===== config.mk =====
export PLATFORM = sky130hd
export DESIGN_NAME = hmc_user_top
export DESIGN_NICKNAME = d
export VERILOG_FILES = /design/src/hmc_flit_pkg.sv /design/src/hmc_user_pkg.sv /design/src/hmc_req_packer.sv /design/src/hmc_rsp_flit_decode.sv /design/src/hmc_rsp_assemble.sv /design/src/hmc_user_top.sv
export SDC_FILE = /design/constraint.sdc
export NUM_CORES = 2
export LEC_CHECK = 0
export ABC_AREA = 1
export BUFFER_PORTS_ARGS = -buffer_cell sky130_fd_sc_hd__clkbuf_2
export CAP_MARGIN = 20
export CORE_AREA = 5 5 650 652
export CTS_CLUSTER_DIAMETER = 50
export CTS_CLUSTER_SIZE = 28
export DETAILED_ROUTE_END_ITERATION = 10
export DIE_AREA = 0 0 655 657
export GPL_ROUTABILITY_DRIVEN = 0
export PLACE_DENSITY = 0.37
export SYNTH_ARGS = -nofsm -noshare
export SYNTH_HDL_FRONTEND = slang
export SYNTH_SLANG_ARGS = --single-unit

===== constraint.sdc =====
create_clock -name CLK -period 13.49 [get_ports CLK]
set_input_delay 1.349 -clock CLK [delete_from_list [all_inputs] [get_ports CLK]]
set_output_delay 1.349 -clock CLK [all_outputs]
set_load 0.005 [all_outputs]

===== src/hmc_flit_pkg.sv =====
// HMC packet-level types and constants for a 4-FLIT (512-bit) openHMC AXI stream
// Covers FLIT and header fields, the two supported commands and the TUSER map
// Imported by the request packer, the response decoder and the response assembler
package hmc_flit_pkg;

  // --------------------
  // Basic packet widths
  typedef logic [127:0] flit_t;
  // FLIT 0 sits in the low bits and is processed first
  typedef flit_t [3:0]  axi_word_t;
  typedef logic [63:0]  hmc_hdr_t;
  typedef logic [33:0]  hmc_addr_t;
  typedef logic [8:0]   hmc_tag_t;
  typedef logic [3:0]   pkt_len_t;
  typedef logic [5:0]   hmc_cmd_t;
  typedef logic [3:0]   err_rsp_t;
  // One bit per FLIT position
  typedef logic [3:0]   flit_mask_t;
  typedef logic [15:0]  tuser_t;

  // --------------------
  // Commands and lengths
  localparam hmc_cmd_t CMD_P_WR32 = 6'b011001;
  localparam hmc_cmd_t CMD_RD32   = 6'b110001;
  localparam pkt_len_t LEN_WR32   = 4'd3;
  localparam pkt_len_t LEN_RD32   = 4'd1;
  // Posted writes never return, so a fixed tag is enough
  localparam hmc_tag_t WR_TAG     = 9'd1;

  // Header and tail field positions
  localparam int HDR_TAG_LSB = 15;
  localparam int ERRSTAT_LSB = 20;
  localparam int ERRSTAT_W   = 7;
  typedef logic [ERRSTAT_W-1:0] errstat_t;

  // --------------------
  // TUSER map, each field is a 4-bit mask or nibble
  localparam int TU_VALID_LSB = 0;
  localparam int TU_HDR_LSB   = 4;
  localparam int TU_TAIL_LSB  = 8;
  localparam int TU_ERR_LSB   = 12;

  // Request header, CUB and reserved bits zero, DLN copies LNG
  function automatic hmc_hdr_t req_header(hmc_addr_t addr, hmc_tag_t tag,
                                          pkt_len_t len, hmc_cmd_t cmd);
    return {3'd0, 3'd0, addr, tag, len, len, 1'b0, cmd};
  endfunction

endpackage


===== src/hmc_user_pkg.sv =====
// User-side types of the HMC request and response engine
// Holds the transmit and receive beat structs, the response struct
// and the FLIT class flags passed from the decoder to the assembler
package hmc_user_pkg;
  import hmc_flit_pkg::*;

  // User address counts 32-byte blocks
  typedef logic [26:0]  user_addr_t;
  typedef logic [255:0] user_data_t;

  // Transmit beat toward the controller
  typedef struct packed {
    logic      tvalid;
    axi_word_t tdata;
    tuser_t    tuser;
  } hmc_tx_beat_t;

  // Receive beat from the controller
  typedef struct packed {
    logic      tvalid;
    axi_word_t tdata;
    tuser_t    tuser;
  } hmc_rx_beat_t;

  // One returned read response
  typedef struct packed {
    hmc_tag_t   tag;
    user_data_t data;
    errstat_t   errstat;
  } rsp_t;

  // FLIT position classes of one receive beat
  typedef struct packed {
    logic full0;
    logic full1;
    logic start23;
    logic start3;
    logic end0;
    logic end01;
  } rsp_class_t;

endpackage


===== src/hmc_req_packer.sv =====
// Request side of the HMC user port
// Waits for the controller start-up, then packs a P_WR32 into FLITs 0-2
// and an RD32 into FLIT 3 of a single transmit beat, one cycle after the request
`timescale 1ns/100ps

module hmc_req_packer
  import hmc_flit_pkg::*, hmc_user_pkg::*;
#(
  parameter int STARTUP_LOG2 = 8
) (
  input  logic         CLK,
  input  logic         RST,
  input  logic         post_done_i,
  input  logic         tx_tready_i,
  input  logic         wr_req_i,
  input  user_addr_t   wr_addr_i,
  input  user_data_t   wr_data_i,
  input  logic         rd_req_i,
  input  user_addr_t   rd_addr_i,
  input  hmc_tag_t     rd_tag_i,
  output logic         req_ready_o,
  output hmc_tx_beat_t tx_o
);

  typedef enum logic [1:0] {ST_IDLE, ST_WAIT_TX_RDY, ST_ACTIVE} st_e;

  st_e                     st_q;
  logic [STARTUP_LOG2-1:0] wait_cnt_q;
  logic                    req_ready_q;
  logic                    tx_valid_q;
  axi_word_t               tx_data_q;
  tuser_t                  tx_user_q;

  hmc_hdr_t   wr_hdr;
  hmc_hdr_t   rd_hdr;
  axi_word_t  beat_data;
  tuser_t     beat_user;
  flit_mask_t v_mask;
  flit_mask_t h_mask;
  flit_mask_t t_mask;

  // --------------------
  // Beat packing
  always_comb begin
    wr_hdr    = req_header({2'b00, wr_addr_i, 5'd0}, WR_TAG, LEN_WR32, CMD_P_WR32);
    rd_hdr    = req_header({2'b00, rd_addr_i, 5'd0}, rd_tag_i, LEN_RD32, CMD_RD32);
    beat_data = '0;
    v_mask    = '0;
    h_mask    = '0;
    t_mask    = '0;
    // Write: header plus data over FLITs 0-2, tail left at zero
    if (wr_req_i) begin
      beat_data[0]     = {wr_data_i[63:0], wr_hdr};
      beat_data[1]     = wr_data_i[191:64];
      beat_data[2]     = {64'd0, wr_data_i[255:192]};
      v_mask[2:0]      = 3'b111;
      h_mask[2:0]      = 3'b001;
      t_mask[2:0]      = 3'b100;
    end
    // Read fits in one FLIT, header and tail both in FLIT 3
    if (rd_req_i) begin
      beat_data[3] = {64'd0, rd_hdr};
      v_mask[3]    = 1'b1;
      h_mask[3]    = 1'b1;
      t_mask[3]    = 1'b1;
    end
    beat_user                     = '0;
    beat_user[TU_VALID_LSB +: 4]  = v_mask;
    beat_user[TU_HDR_LSB +: 4]    = h_mask;
    beat_user[TU_TAIL_LSB +: 4]   = t_mask;
  end

  // --------------------
  // Start-up FSM and transmit strobe
  always_ff @(posedge CLK) begin
    if (RST) begin
      st_q        <= ST_IDLE;
      wait_cnt_q  <= '0;
      req_ready_q <= 1'b0;
      tx_valid_q  <= 1'b0;
    end else begin
      tx_valid_q  <= 1'b0;
      req_ready_q <= 1'b0;
      case (st_q)
        ST_IDLE: begin
          // Give the link time to settle once POST is done
          if (post_done_i) begin
            wait_cnt_q <= wait_cnt_q + STARTUP_LOG2'(1);
            if (&wait_cnt_q) begin
              st_q <= ST_WAIT_TX_RDY;
            end
          end
        end
        ST_WAIT_TX_RDY: begin
          // Ready follows transmit ready from the first active cycle on
          req_ready_q <= tx_tready_i;
          if (tx_tready_i) begin
            st_q <= ST_ACTIVE;
          end
        end
        ST_ACTIVE: begin
          // One-cycle beat per sampled request, never held
          tx_valid_q  <= wr_req_i | rd_req_i;
          req_ready_q <= tx_tready_i;
        end
        default: st_q <= ST_IDLE;
      endcase
    end
  end

  always_ff @(posedge CLK) begin
    tx_data_q <= beat_data;
    tx_user_q <= beat_user;
  end

  assign req_ready_o = req_ready_q;
  assign tx_o        = '{tvalid: tx_valid_q, tdata: tx_data_q, tuser: tx_user_q};

endmodule


===== src/hmc_rsp_flit_decode.sv =====
// Receive register stage and FLIT position classifier
// Captures each accepted receive beat and presents it with its class flags
// one cycle later; the stage holds its content while the ready level is low
`timescale 1ns/100ps

module hmc_rsp_flit_decode
  import hmc_flit_pkg::*, hmc_user_pkg::*;
(
  input  logic         CLK,
  input  logic         RST,
  input  hmc_rx_beat_t rx_i,
  input  logic         rx_ready_i,
  output logic         dec_valid_o,
  output hmc_rx_beat_t dec_beat_o,
  output rsp_class_t   dec_class_o
);

  flit_mask_t   v_m;
  flit_mask_t   h_m;
  flit_mask_t   t_m;
  rsp_class_t   cls;
  logic         dec_valid_q;
  hmc_rx_beat_t beat_q;
  rsp_class_t   cls_q;

  assign v_m = rx_i.tuser[TU_VALID_LSB +: 4];
  assign h_m = rx_i.tuser[TU_HDR_LSB +: 4];
  assign t_m = rx_i.tuser[TU_TAIL_LSB +: 4];

  // --------------------
  // Mask patterns
  always_comb begin
    // Complete 3-FLIT response at FLITs 0-2 or 1-3
    cls.full0   = (v_m[2:0] == 3'b111) && (h_m[2:0] == 3'b001) && (t_m[2:0] == 3'b100);
    cls.full1   = (v_m[3:1] == 3'b111) && (h_m[3:1] == 3'b001) && (t_m[3:1] == 3'b100);
    // Header near the top, rest follows in the next beat
    cls.start23 = (v_m[3:2] == 2'b11) && (h_m[3:2] == 2'b01) && (t_m[3:2] == 2'b00);
    cls.start3  = v_m[3] && h_m[3] && !t_m[3];
    // Tail of a split response at the bottom
    cls.end0    = v_m[0] && !h_m[0] && t_m[0];
    cls.end01   = (v_m[1:0] == 2'b11) && (h_m[1:0] == 2'b00) && (t_m[1:0] == 2'b10);
  end

  // Valid only moves while ready, so a stalled beat stays in place
  always_ff @(posedge CLK) begin
    if (RST) begin
      dec_valid_q <= 1'b0;
    end else if (rx_ready_i) begin
      dec_valid_q <= rx_i.tvalid;
    end
  end

  always_ff @(posedge CLK) begin
    if (rx_ready_i && rx_i.tvalid) begin
      beat_q <= rx_i;
      cls_q  <= cls;
    end
  end

  assign dec_valid_o = dec_valid_q;
  assign dec_beat_o  = beat_q;
  assign dec_class_o = cls_q;

endmodule


===== src/hmc_rsp_assemble.sv =====
// Read response assembler
// Builds responses from decoded beats, joins responses split over two beats
// and spreads a beat that ends one response and carries another over two cycles
`timescale 1ns/100ps

module hmc_rsp_assemble
  import hmc_flit_pkg::*, hmc_user_pkg::*;
(
  input  logic         CLK,
  input  logic         RST,
  input  logic         post_done_i,
  input  logic         dec_valid_i,
  input  hmc_rx_beat_t dec_beat_i,
  input  rsp_class_t   dec_class_i,
  output logic         rx_tready_o,
  output logic         rsp_valid_o,
  output rsp_t         rsp_o,
  output err_rsp_t     flit_error_resp_o
);

  typedef enum logic [1:0] {PEND_NONE, PEND_LOW3, PEND_LOW1} pend_e;

  pend_e        pend_q;
  logic [191:0] pend_data_q;
  hmc_tag_t     pend_tag_q;
  logic         started_q;
  logic         rx_ready_q;
  logic         hold_valid_q;
  rsp_t         hold_q;
  logic         rsp_valid_q;
  rsp_t         rsp_q;
  err_rsp_t     err_q;

  axi_word_t w;
  logic      take;
  logic      end_hit;
  logic      double_hit;
  logic      rsp_hit;
  rsp_t      full0_rsp;
  rsp_t      full1_rsp;
  rsp_t      end_rsp;
  rsp_t      rsp_d;

  function automatic hmc_tag_t hdr_tag(flit_t f);
    return f[HDR_TAG_LSB +: $bits(hmc_tag_t)];
  endfunction

  // Tail lives in the upper half of its FLIT
  function automatic errstat_t tail_errstat(flit_t f);
    return f[64 + ERRSTAT_LSB +: ERRSTAT_W];
  endfunction

  // Header FLIT k, data across k..k+2, tail in the top of k+2
  function automatic rsp_t full_rsp(axi_word_t wd, int unsigned k);
    rsp_t r;
    r.tag     = hdr_tag(wd[k]);
    r.data    = {wd[k+2][63:0], wd[k+1], wd[k][127:64]};
    r.errstat = tail_errstat(wd[k+2]);
    return r;
  endfunction

  // --------------------
  // Response selection
  always_comb begin
    w          = dec_beat_i.tdata;
    // Skip decoding in the hold cycle, the stalled beat is taken next cycle
    take       = dec_valid_i && started_q && !hold_valid_q;
    end_hit    = take && (((pend_q == PEND_LOW3) && dec_class_i.end0) ||
                          ((pend_q == PEND_LOW1) && dec_class_i.end01));
    double_hit = end_hit && dec_class_i.full1;
    full0_rsp  = full_rsp(w, 0);
    full1_rsp  = full_rsp(w, 1);
    end_rsp.tag = pend_tag_q;
    if (pend_q == PEND_LOW1) begin
      end_rsp.data    = {w[1][63:0], w[0], pend_data_q[63:0]};
      end_rsp.errstat = tail_errstat(w[1]);
    end else begin
      end_rsp.data    = {w[0][63:0], pend_data_q};
      end_rsp.errstat = tail_errstat(w[0]);
    end
    rsp_hit = end_hit || (take && (dec_class_i.full0 || dec_class_i.full1));
    // Split response goes first, FLIT 1 response is held on a double beat
    if (end_hit) begin
      rsp_d = end_rsp;
    end else if (dec_class_i.full1) begin
      rsp_d = full1_rsp;
    end else begin
      rsp_d = full0_rsp;
    end
  end

  // --------------------
  // Control state
  always_ff @(posedge CLK) begin
    if (RST) begin
      started_q    <= 1'b0;
      pend_q       <= PEND_NONE;
      rx_ready_q   <= 1'b0;
      hold_valid_q <= 1'b0;
      rsp_valid_q  <= 1'b0;
      err_q        <= '0;
    end else begin
      if (post_done_i) begin
        started_q <= 1'b1;
      end
      rx_ready_q   <= !double_hit;
      hold_valid_q <= double_hit;
      rsp_valid_q  <= rsp_hit || hold_valid_q;
      err_q        <= take ? dec_beat_i.tuser[TU_ERR_LSB +: 4] : '0;
      // A new start in the same beat restarts pending
      if (take) begin
        if (dec_class_i.start23) begin
          pend_q <= PEND_LOW3;
        end else if (dec_class_i.start3) begin
          pend_q <= PEND_LOW1;
        end else if (end_hit) begin
          pend_q <= PEND_NONE;
        end
      end
    end
  end

  // Payload registers
  always_ff @(posedge CLK) begin
    if (take && dec_class_i.start23) begin
      pend_tag_q  <= hdr_tag(w[2]);
      pend_data_q <= {w[3], w[2][127:64]};
    end else if (take && dec_class_i.start3) begin
      pend_tag_q        <= hdr_tag(w[3]);
      pend_data_q[63:0] <= w[3][127:64];
    end
    if (double_hit) begin
      hold_q <= full1_rsp;
    end
    if (hold_valid_q) begin
      rsp_q <= hold_q;
    end else if (rsp_hit) begin
      rsp_q <= rsp_d;
    end
  end

  assign rx_tready_o       = rx_ready_q;
  assign rsp_valid_o       = rsp_valid_q;
  assign rsp_o             = rsp_q;
  assign flit_error_resp_o = err_q;

endmodule


===== src/hmc_user_top.sv =====
// Top level of the HMC user port request and response engine
// Connects the request packer, the receive FLIT decoder and the response
// assembler to one openHMC AXI stream pair; STARTUP_LOG2 sets the start-up wait
`timescale 1ns/100ps

module hmc_user_top
  import hmc_flit_pkg::*, hmc_user_pkg::*;
#(
  parameter int STARTUP_LOG2 = 8
) (
  input  logic         CLK,
  input  logic         RST,
  input  logic         post_done_i,
  output hmc_tx_beat_t tx_o,
  input  logic         tx_tready_i,
  input  hmc_rx_beat_t rx_i,
  output logic         rx_tready_o,
  input  user_addr_t   wr_addr_i,
  input  user_data_t   wr_data_i,
  input  logic         wr_req_i,
  output logic         wr_ready_o,
  input  user_addr_t   rd_addr_i,
  input  hmc_tag_t     rd_tag_i,
  input  logic         rd_req_i,
  output logic         rd_ready_o,
  output logic         rsp_valid_o,
  output rsp_t         rsp_o,
  output err_rsp_t     flit_error_resp_o
);

  logic         req_ready;
  logic         rx_tready;
  logic         dec_valid;
  hmc_rx_beat_t dec_beat;
  rsp_class_t   dec_class;

  // Transmit side
  hmc_req_packer #(
    .STARTUP_LOG2(STARTUP_LOG2)
  ) u_packer (
    .CLK(CLK), .RST(RST), .post_done_i(post_done_i), .tx_tready_i(tx_tready_i),
    .wr_req_i(wr_req_i), .wr_addr_i(wr_addr_i), .wr_data_i(wr_data_i),
    .rd_req_i(rd_req_i), .rd_addr_i(rd_addr_i), .rd_tag_i(rd_tag_i),
    .req_ready_o(req_ready), .tx_o(tx_o)
  );

  // Receive side, register stage then assembly
  hmc_rsp_flit_decode u_decode (
    .CLK(CLK), .RST(RST), .rx_i(rx_i), .rx_ready_i(rx_tready),
    .dec_valid_o(dec_valid), .dec_beat_o(dec_beat), .dec_class_o(dec_class)
  );

  hmc_rsp_assemble u_assemble (
    .CLK(CLK), .RST(RST), .post_done_i(post_done_i),
    .dec_valid_i(dec_valid), .dec_beat_i(dec_beat), .dec_class_i(dec_class),
    .rx_tready_o(rx_tready), .rsp_valid_o(rsp_valid_o), .rsp_o(rsp_o),
    .flit_error_resp_o(flit_error_resp_o)
  );

  // Both request paths share one ready level
  assign wr_ready_o  = req_ready;
  assign rd_ready_o  = req_ready;
  assign rx_tready_o = rx_tready;

endmodule


# Yosys cells after proc, flatten, opt, wreduce, memory -nomap -nowiden
# Cells that the tools add are included.
# op_classes
n_mux,22
bitwise_logic,4
n_reduce_logical,44
eq_ne,17
n_addsub,1
# ops
op,n
$mux W272,4
$mux W263,1
$mux W64,2
$logic_and A1 B1 Y1,22
$mux W9,2
$mux W16,1
$eq A3 B3 Y1 const B,4
$mux W12,1
$mux W2,6
$eq A2 B2 Y1 const B,5
$add A8 B1 Y8 const B,1
$reduce_and A8 Y1,1
$reduce_or A2 Y1,4
$eq A2 B1 Y1 const B,3
$eq A3 B1 Y1 const B,2
$logic_not A2 Y1,3
$mux W3,2
$pmux W2 S3,1
$logic_not A1 Y1,4
$logic_or A1 B1 Y1,4
$ne A2 B2 Y1 const B,2
$reduce_and A2 Y1,2
$reduce_and A4 Y1,1
$reduce_bool A2 Y1,2
other kinds (5),8
# totals
reg_bits,1826
output_inout_bits,809

# Longest topological paths before layout
# depth
depth_word,7
depth_mapped,10
mapped_depth_nobuf,9

# Hierarchy
# From an unflattened synthesis, not the netlist that was laid out.
# hier_totals
hier_cells,5982
hier_area_um2,64405.5
# by_module_without_submodules
mod,cells_each,area_per_inst_um2,instances,seq_area_each_um2
hmc_rsp_assemble,4121,36995.5,1,22571.6
hmc_rsp_flit_decode,568,16221.8,1,16085.4
hmc_req_packer,1292,11180.7,1,6666.4
hmc_user_top,1,7.5,1,0.0

# Worst setup path before layout
# Ideal clock, no wire load.
# synth_path
path_type,reg2reg
startpoint,reg u_assemble.pend_q[1]
endpoint,"reg u_assemble.hold_q[0] (netlist bit), enable pin"
path_buffers,3
stages_incl_launch_ff,9
arrival_time_ns,12.337
required_time_ns,12.579
slack_ns,0.242
path_cell_list,dfxtp_1 -> buf_2 -> inv_2 -> nand3_1 -> nand2_2 -> nand2_2 -> buf_4 -> buf_4 -> nor2_1
# synth_between
elab_chain_len,5
elab_cells_between_ends,7
cone_classes,eq/ne (2); reduce/logical (5)
# synth_lines
item,line_no,rtl
start: declaration,hmc_rsp_assemble.sv:23,pend_e pend_q;
start signal: assignment,hmc_rsp_assemble.sv:97,pend_q <= PEND_NONE;
start signal: assignment,hmc_rsp_assemble.sv:113,pend_q <= PEND_LOW3;
start signal: assignment,hmc_rsp_assemble.sv:115,pend_q <= PEND_LOW1;
$eq A2 B1 Y1 or $eq A2 B2 Y1 (tied branches),"hmc_rsp_assemble.sv:68, hmc_rsp_assemble.sv:69",
"$logic_and A1 B1 Y1, on equally long branches","hmc_rsp_assemble.sv:68, hmc_rsp_assemble.sv:69",
$logic_or A1 B1 Y1 *,hmc_rsp_assemble.sv:68,end_hit = take && (((pend_q == PEND_LOW3) && dec_class_i.end0) ||
$logic_and A1 B1 Y1 *,hmc_rsp_assemble.sv:68,
$logic_and A1 B1 Y1 *,hmc_rsp_assemble.sv:70,double_hit = end_hit && dec_class_i.full1;
via u_assemble.double_hit,hmc_rsp_assemble.sv:37,logic double_hit;
end signal: assignment,hmc_rsp_assemble.sv:133,hold_q <= full1_rsp;
end: declaration,hmc_rsp_assemble.sv:29,rsp_t hold_q;
# Mark *: on every way through the listed nets, which the timed path passes. The rest lies on a longest branch.
# A chain may end at the register's enable or synchronous reset.

# Worst setup path in the final report
# layout_path
startpoint,reg u_assemble.pend_q[1]
endpoint,"reg u_assemble.rsp_q, in the netlist u_assemble.rsp_o[197], enable pin"
# layout_between
elab_chain_len,6
elab_cells_between_ends,8
cone_classes,eq/ne (2); reduce/logical (6)
# layout_lines
item,line_no,rtl
$eq A2 B1 Y1 or $eq A2 B2 Y1 (tied branches),"hmc_rsp_assemble.sv:68, hmc_rsp_assemble.sv:69",
"$logic_and A1 B1 Y1, on equally long branches","hmc_rsp_assemble.sv:68, hmc_rsp_assemble.sv:69",
$logic_or A1 B1 Y1 *,hmc_rsp_assemble.sv:68,
$logic_and A1 B1 Y1 *,hmc_rsp_assemble.sv:68,
$logic_or A1 B1 Y1 *,hmc_rsp_assemble.sv:81,rsp_hit = end_hit || (take && (dec_class_i.full0 || dec_class_i.full1));
$reduce_bool A2 Y1 (no source line) *,n/a,
end signal: assignment,hmc_rsp_assemble.sv:136,rsp_q <= hold_q;
end signal: assignment,hmc_rsp_assemble.sv:138,rsp_q <= rsp_d;
end: declaration,hmc_rsp_assemble.sv:31,rsp_t rsp_q;
# Mark *: on every way between the ends. The rest lies on a longest branch, timed or not.

==> results.json <==
{
  "grt_overflow": 0,
  "p_per_area_nw_per_um2": 162,
  "p_leak_nw": 38.1,
  "multi_input_area_um2": 14400,
  "yosysUniqueCellTypes": 30,
  "area_growth_pct": 35.6,
  "die_h_um": 657,
  "ir_drop_mv": 0.0813,
  "power_mw": 14.1,
  "timing.final.crit_share": 0.399,
  "dieArea_um2": 430000,
  "setup_violations": 0,
  "path_class": "register to register",
  "placed_cell_area_um2": 76800,
  "hold_viol_final": 0,
  "violations": "max-slew violations",
  "clock_sinks": 1611,
  "synth_commonest_cells": "1832 x nand2_1, 1267 x edfxtp_1, 684 x inv_1, 597 x nand3_1, 344 x dfxtp_1",
  "final_nets": 8245,
  "arrival_ps": 5880,
  "hpwl_um": 265000,
  "synth.top_cell.area_share": 0.592,
  "cts_buffers": 286,
  "io_buffers": 1474,
  "ctsHoldBuffers": 0,
  "critPathMaxFanout": 73,
  "synthMostInstantiatedCell": "nand2_1",
  "cts_htree_levels": 5,
  "status": "finished with violations",
  "ff2ff_path_depth": 7,
  "min_period_ps": 5380,
  "synthCells": 5920,
  "synth_warnings": 0,
  "fmax_mhz": 186,
  "routedWlPerCell_um": 27.3,
  "dr.pass1.iters": 5,
  "track_usage": 0.160,
  "register_area_um2": 44900,
  "cts_resized": 0,
  "worst_slew_pin_slew_ps": 1860,
  "cp-end-kind": "register",
  "yosys-top-cells-area": "edfxtp_1 59%, dfxtp_1 11%, nand2_1 11%",
  "ant_nets": 0,
  "netlist_area_um2": 64200,
  "finClkSkew_ps": 84.3,
  "critPathRequiredTime_ps": 13990,
  "grt_max_degree": 157,
  "fillers": 45400,
  "yosysTopAreaCell": "edfxtp_1",
  "critPathLaunchType": "register",
  "maxCapViolations": 0,
  "ys_ff_latch": 1611,
  "start_util": 0.155,
  "coreArea_um2": 416000,
  "post_cts_buffers": 0,
  "drive_above_1_share": 0.274,
  "wl_um": 360000,
  "num_rows": 237,
  "path_clk_slew_ps": 60,
  "first_global_vias": 49100,
  "cts_tree": "done",
  "via_per_inst": 3.82,
  "synth_edf_count": 1267,
  "hp-class": "register to register",
  "drt-initial-drc-count": 4809,
  "antenna_found_initial": 116,
  "cts-root-buf": "clkbuf_16",
  "min_path_cells": 0,
  "die_w_um": 655,
  "drc": 0,
  "slew_violations": 99,
  "syn_avg_cell_area_um2": 10.9,
  "synthArstFlopShare": 0,
  "final_area_um2": 87100,
  "synthFlopType": "edfxtp_1",
  "rsz0062_at_grt": "false",
  "tns_ps": 0,
  "clockBufferDepth": 4,
  "vias": 50400,
  "worst_skew_pair.late_latency_ps": 920,
  "grt_first_pass_wirelength_um": 467000,
  "ys_seq_area_frac": 0.700,
  "io-pin-count": 1663,
  "relSlewSlack": -0.241
}
path summary, 6_finish.rpt:
| check | startpoint | to | slack, ps |
|---|---|---|---|
| max | u_assemble.pend_q[1] | u_assemble.rsp_o[197] | 8110 |
| min reg2reg | u_decode.dec_beat_o[284] | u_assemble.hold_q[83] | 440 |
| min | u_decode.dec_beat_o[284] | u_assemble.hold_q[83] | 440 |
| max reg2reg | u_assemble.pend_q[1] | u_assemble.rsp_o[197] | 8110 |
area by class of cell:
cell class                 count  area share
sequential                  1611       0.516
multi-input combinational   3270       0.166
timing repair buffer        1530      0.0911
clock buffer                 323      0.0859
tap                         5497      0.0789
clock inverter               202      0.0304
inverter                     687      0.0301
antenna                       74     0.00213
per-layer routing:
| layer | part of all wire | wire (µm) | track usage | vias up |
|---|---|---|---|---|
| met4 | 0.042 | 15000 | 0.0614 | 44 |
| met1 | 0.39 | 140000 | 0.187 | 25000 |
| li1 | - | - | - | 22100 |
| met2 | 0.49 | 175000 | 0.272 | 2697 |
| met5 | 0.0016 | 589 | 0 | - |
| met3 | 0.082 | 29600 | 0.0476 | 560 |
layout by cell type (no fill, tap or decap), drive strengths merged:
cell type | netlist | layout
a21oi | 5 | 5
a31oi | 1 | 1
and3 | 1 | 1
buf | 349 | 57
bufinv | 0 | 38
clkbuf | 190 | 1796
clkinv | 0 | 79
clkinvlp | 0 | 33
conb | 1 | 188
dfxtp | 344 | 344
diode | 0 | 74
edfxtp | 1267 | 1267
ha | 5 | 5
inv | 687 | 739
nand2 | 1835 | 1835
nand3 | 597 | 597
nand3b | 152 | 152
nand4 | 3 | 3
nor2 | 32 | 32
nor3 | 3 | 3
nor4 | 3 | 3
o21ai | 351 | 351
o21bai | 3 | 3
or2 | 91 | 91
registers in the layout, indices dropped and copies added (netlist names), 2 cells and up:
register and cells:
u_decode.dec_beat_o 516, u_packer.tx_o 319, u_assemble.hold_q 272, u_assemble.rsp_o 272
u_assemble.pend_data_q 192, u_assemble.pend_tag_q 9, u_packer.wait_cnt_q 8, u_decode.dec_class_o 6
u_assemble.flit_error_resp_o 4, u_assemble.pend_q 2, u_packer.st_q 2, u_packer.tx_user_q 2
through the flow:
step                      hold WS (ps)   util  worst slack, ps  instances
after floorplan                    426      -              242       6107
after global placement             431  0.185             7880      12600
after detailed placement           433  0.185             7810      12600
after CTS                          446  0.209             7790      13100
after global routing               454  0.209             7740      13200
final                              438  0.210             8110      13200
logic make-up after synthesis:
logic type	after synthesis	share of synthesized area
and+or+nand+nor	2717	0.183
adders and majority gates	5	0.000974
buffers and inverters	1226	0.0879
other	1	0.0000584
AOI/OAI and AO/OA	360	0.0282
DFF	1611	0.700
worst max-delay path, stage by stage (launching register included):
cell	delay, ps
dfxtp_4	680
buf_4	730
nand3_1	350
nand2_8	430
nand2_8	440
nand3_4	740
buf_4	590
buf_4	790
where the power goes:
group	total, mW	internal, mW	switching, mW
clock	7.68	4.82	2.86
sequential	5.63	5.53	0.0978
combinational	0.821	0.241	0.580
Note: power is estimated with default switching activity, not from simulation.
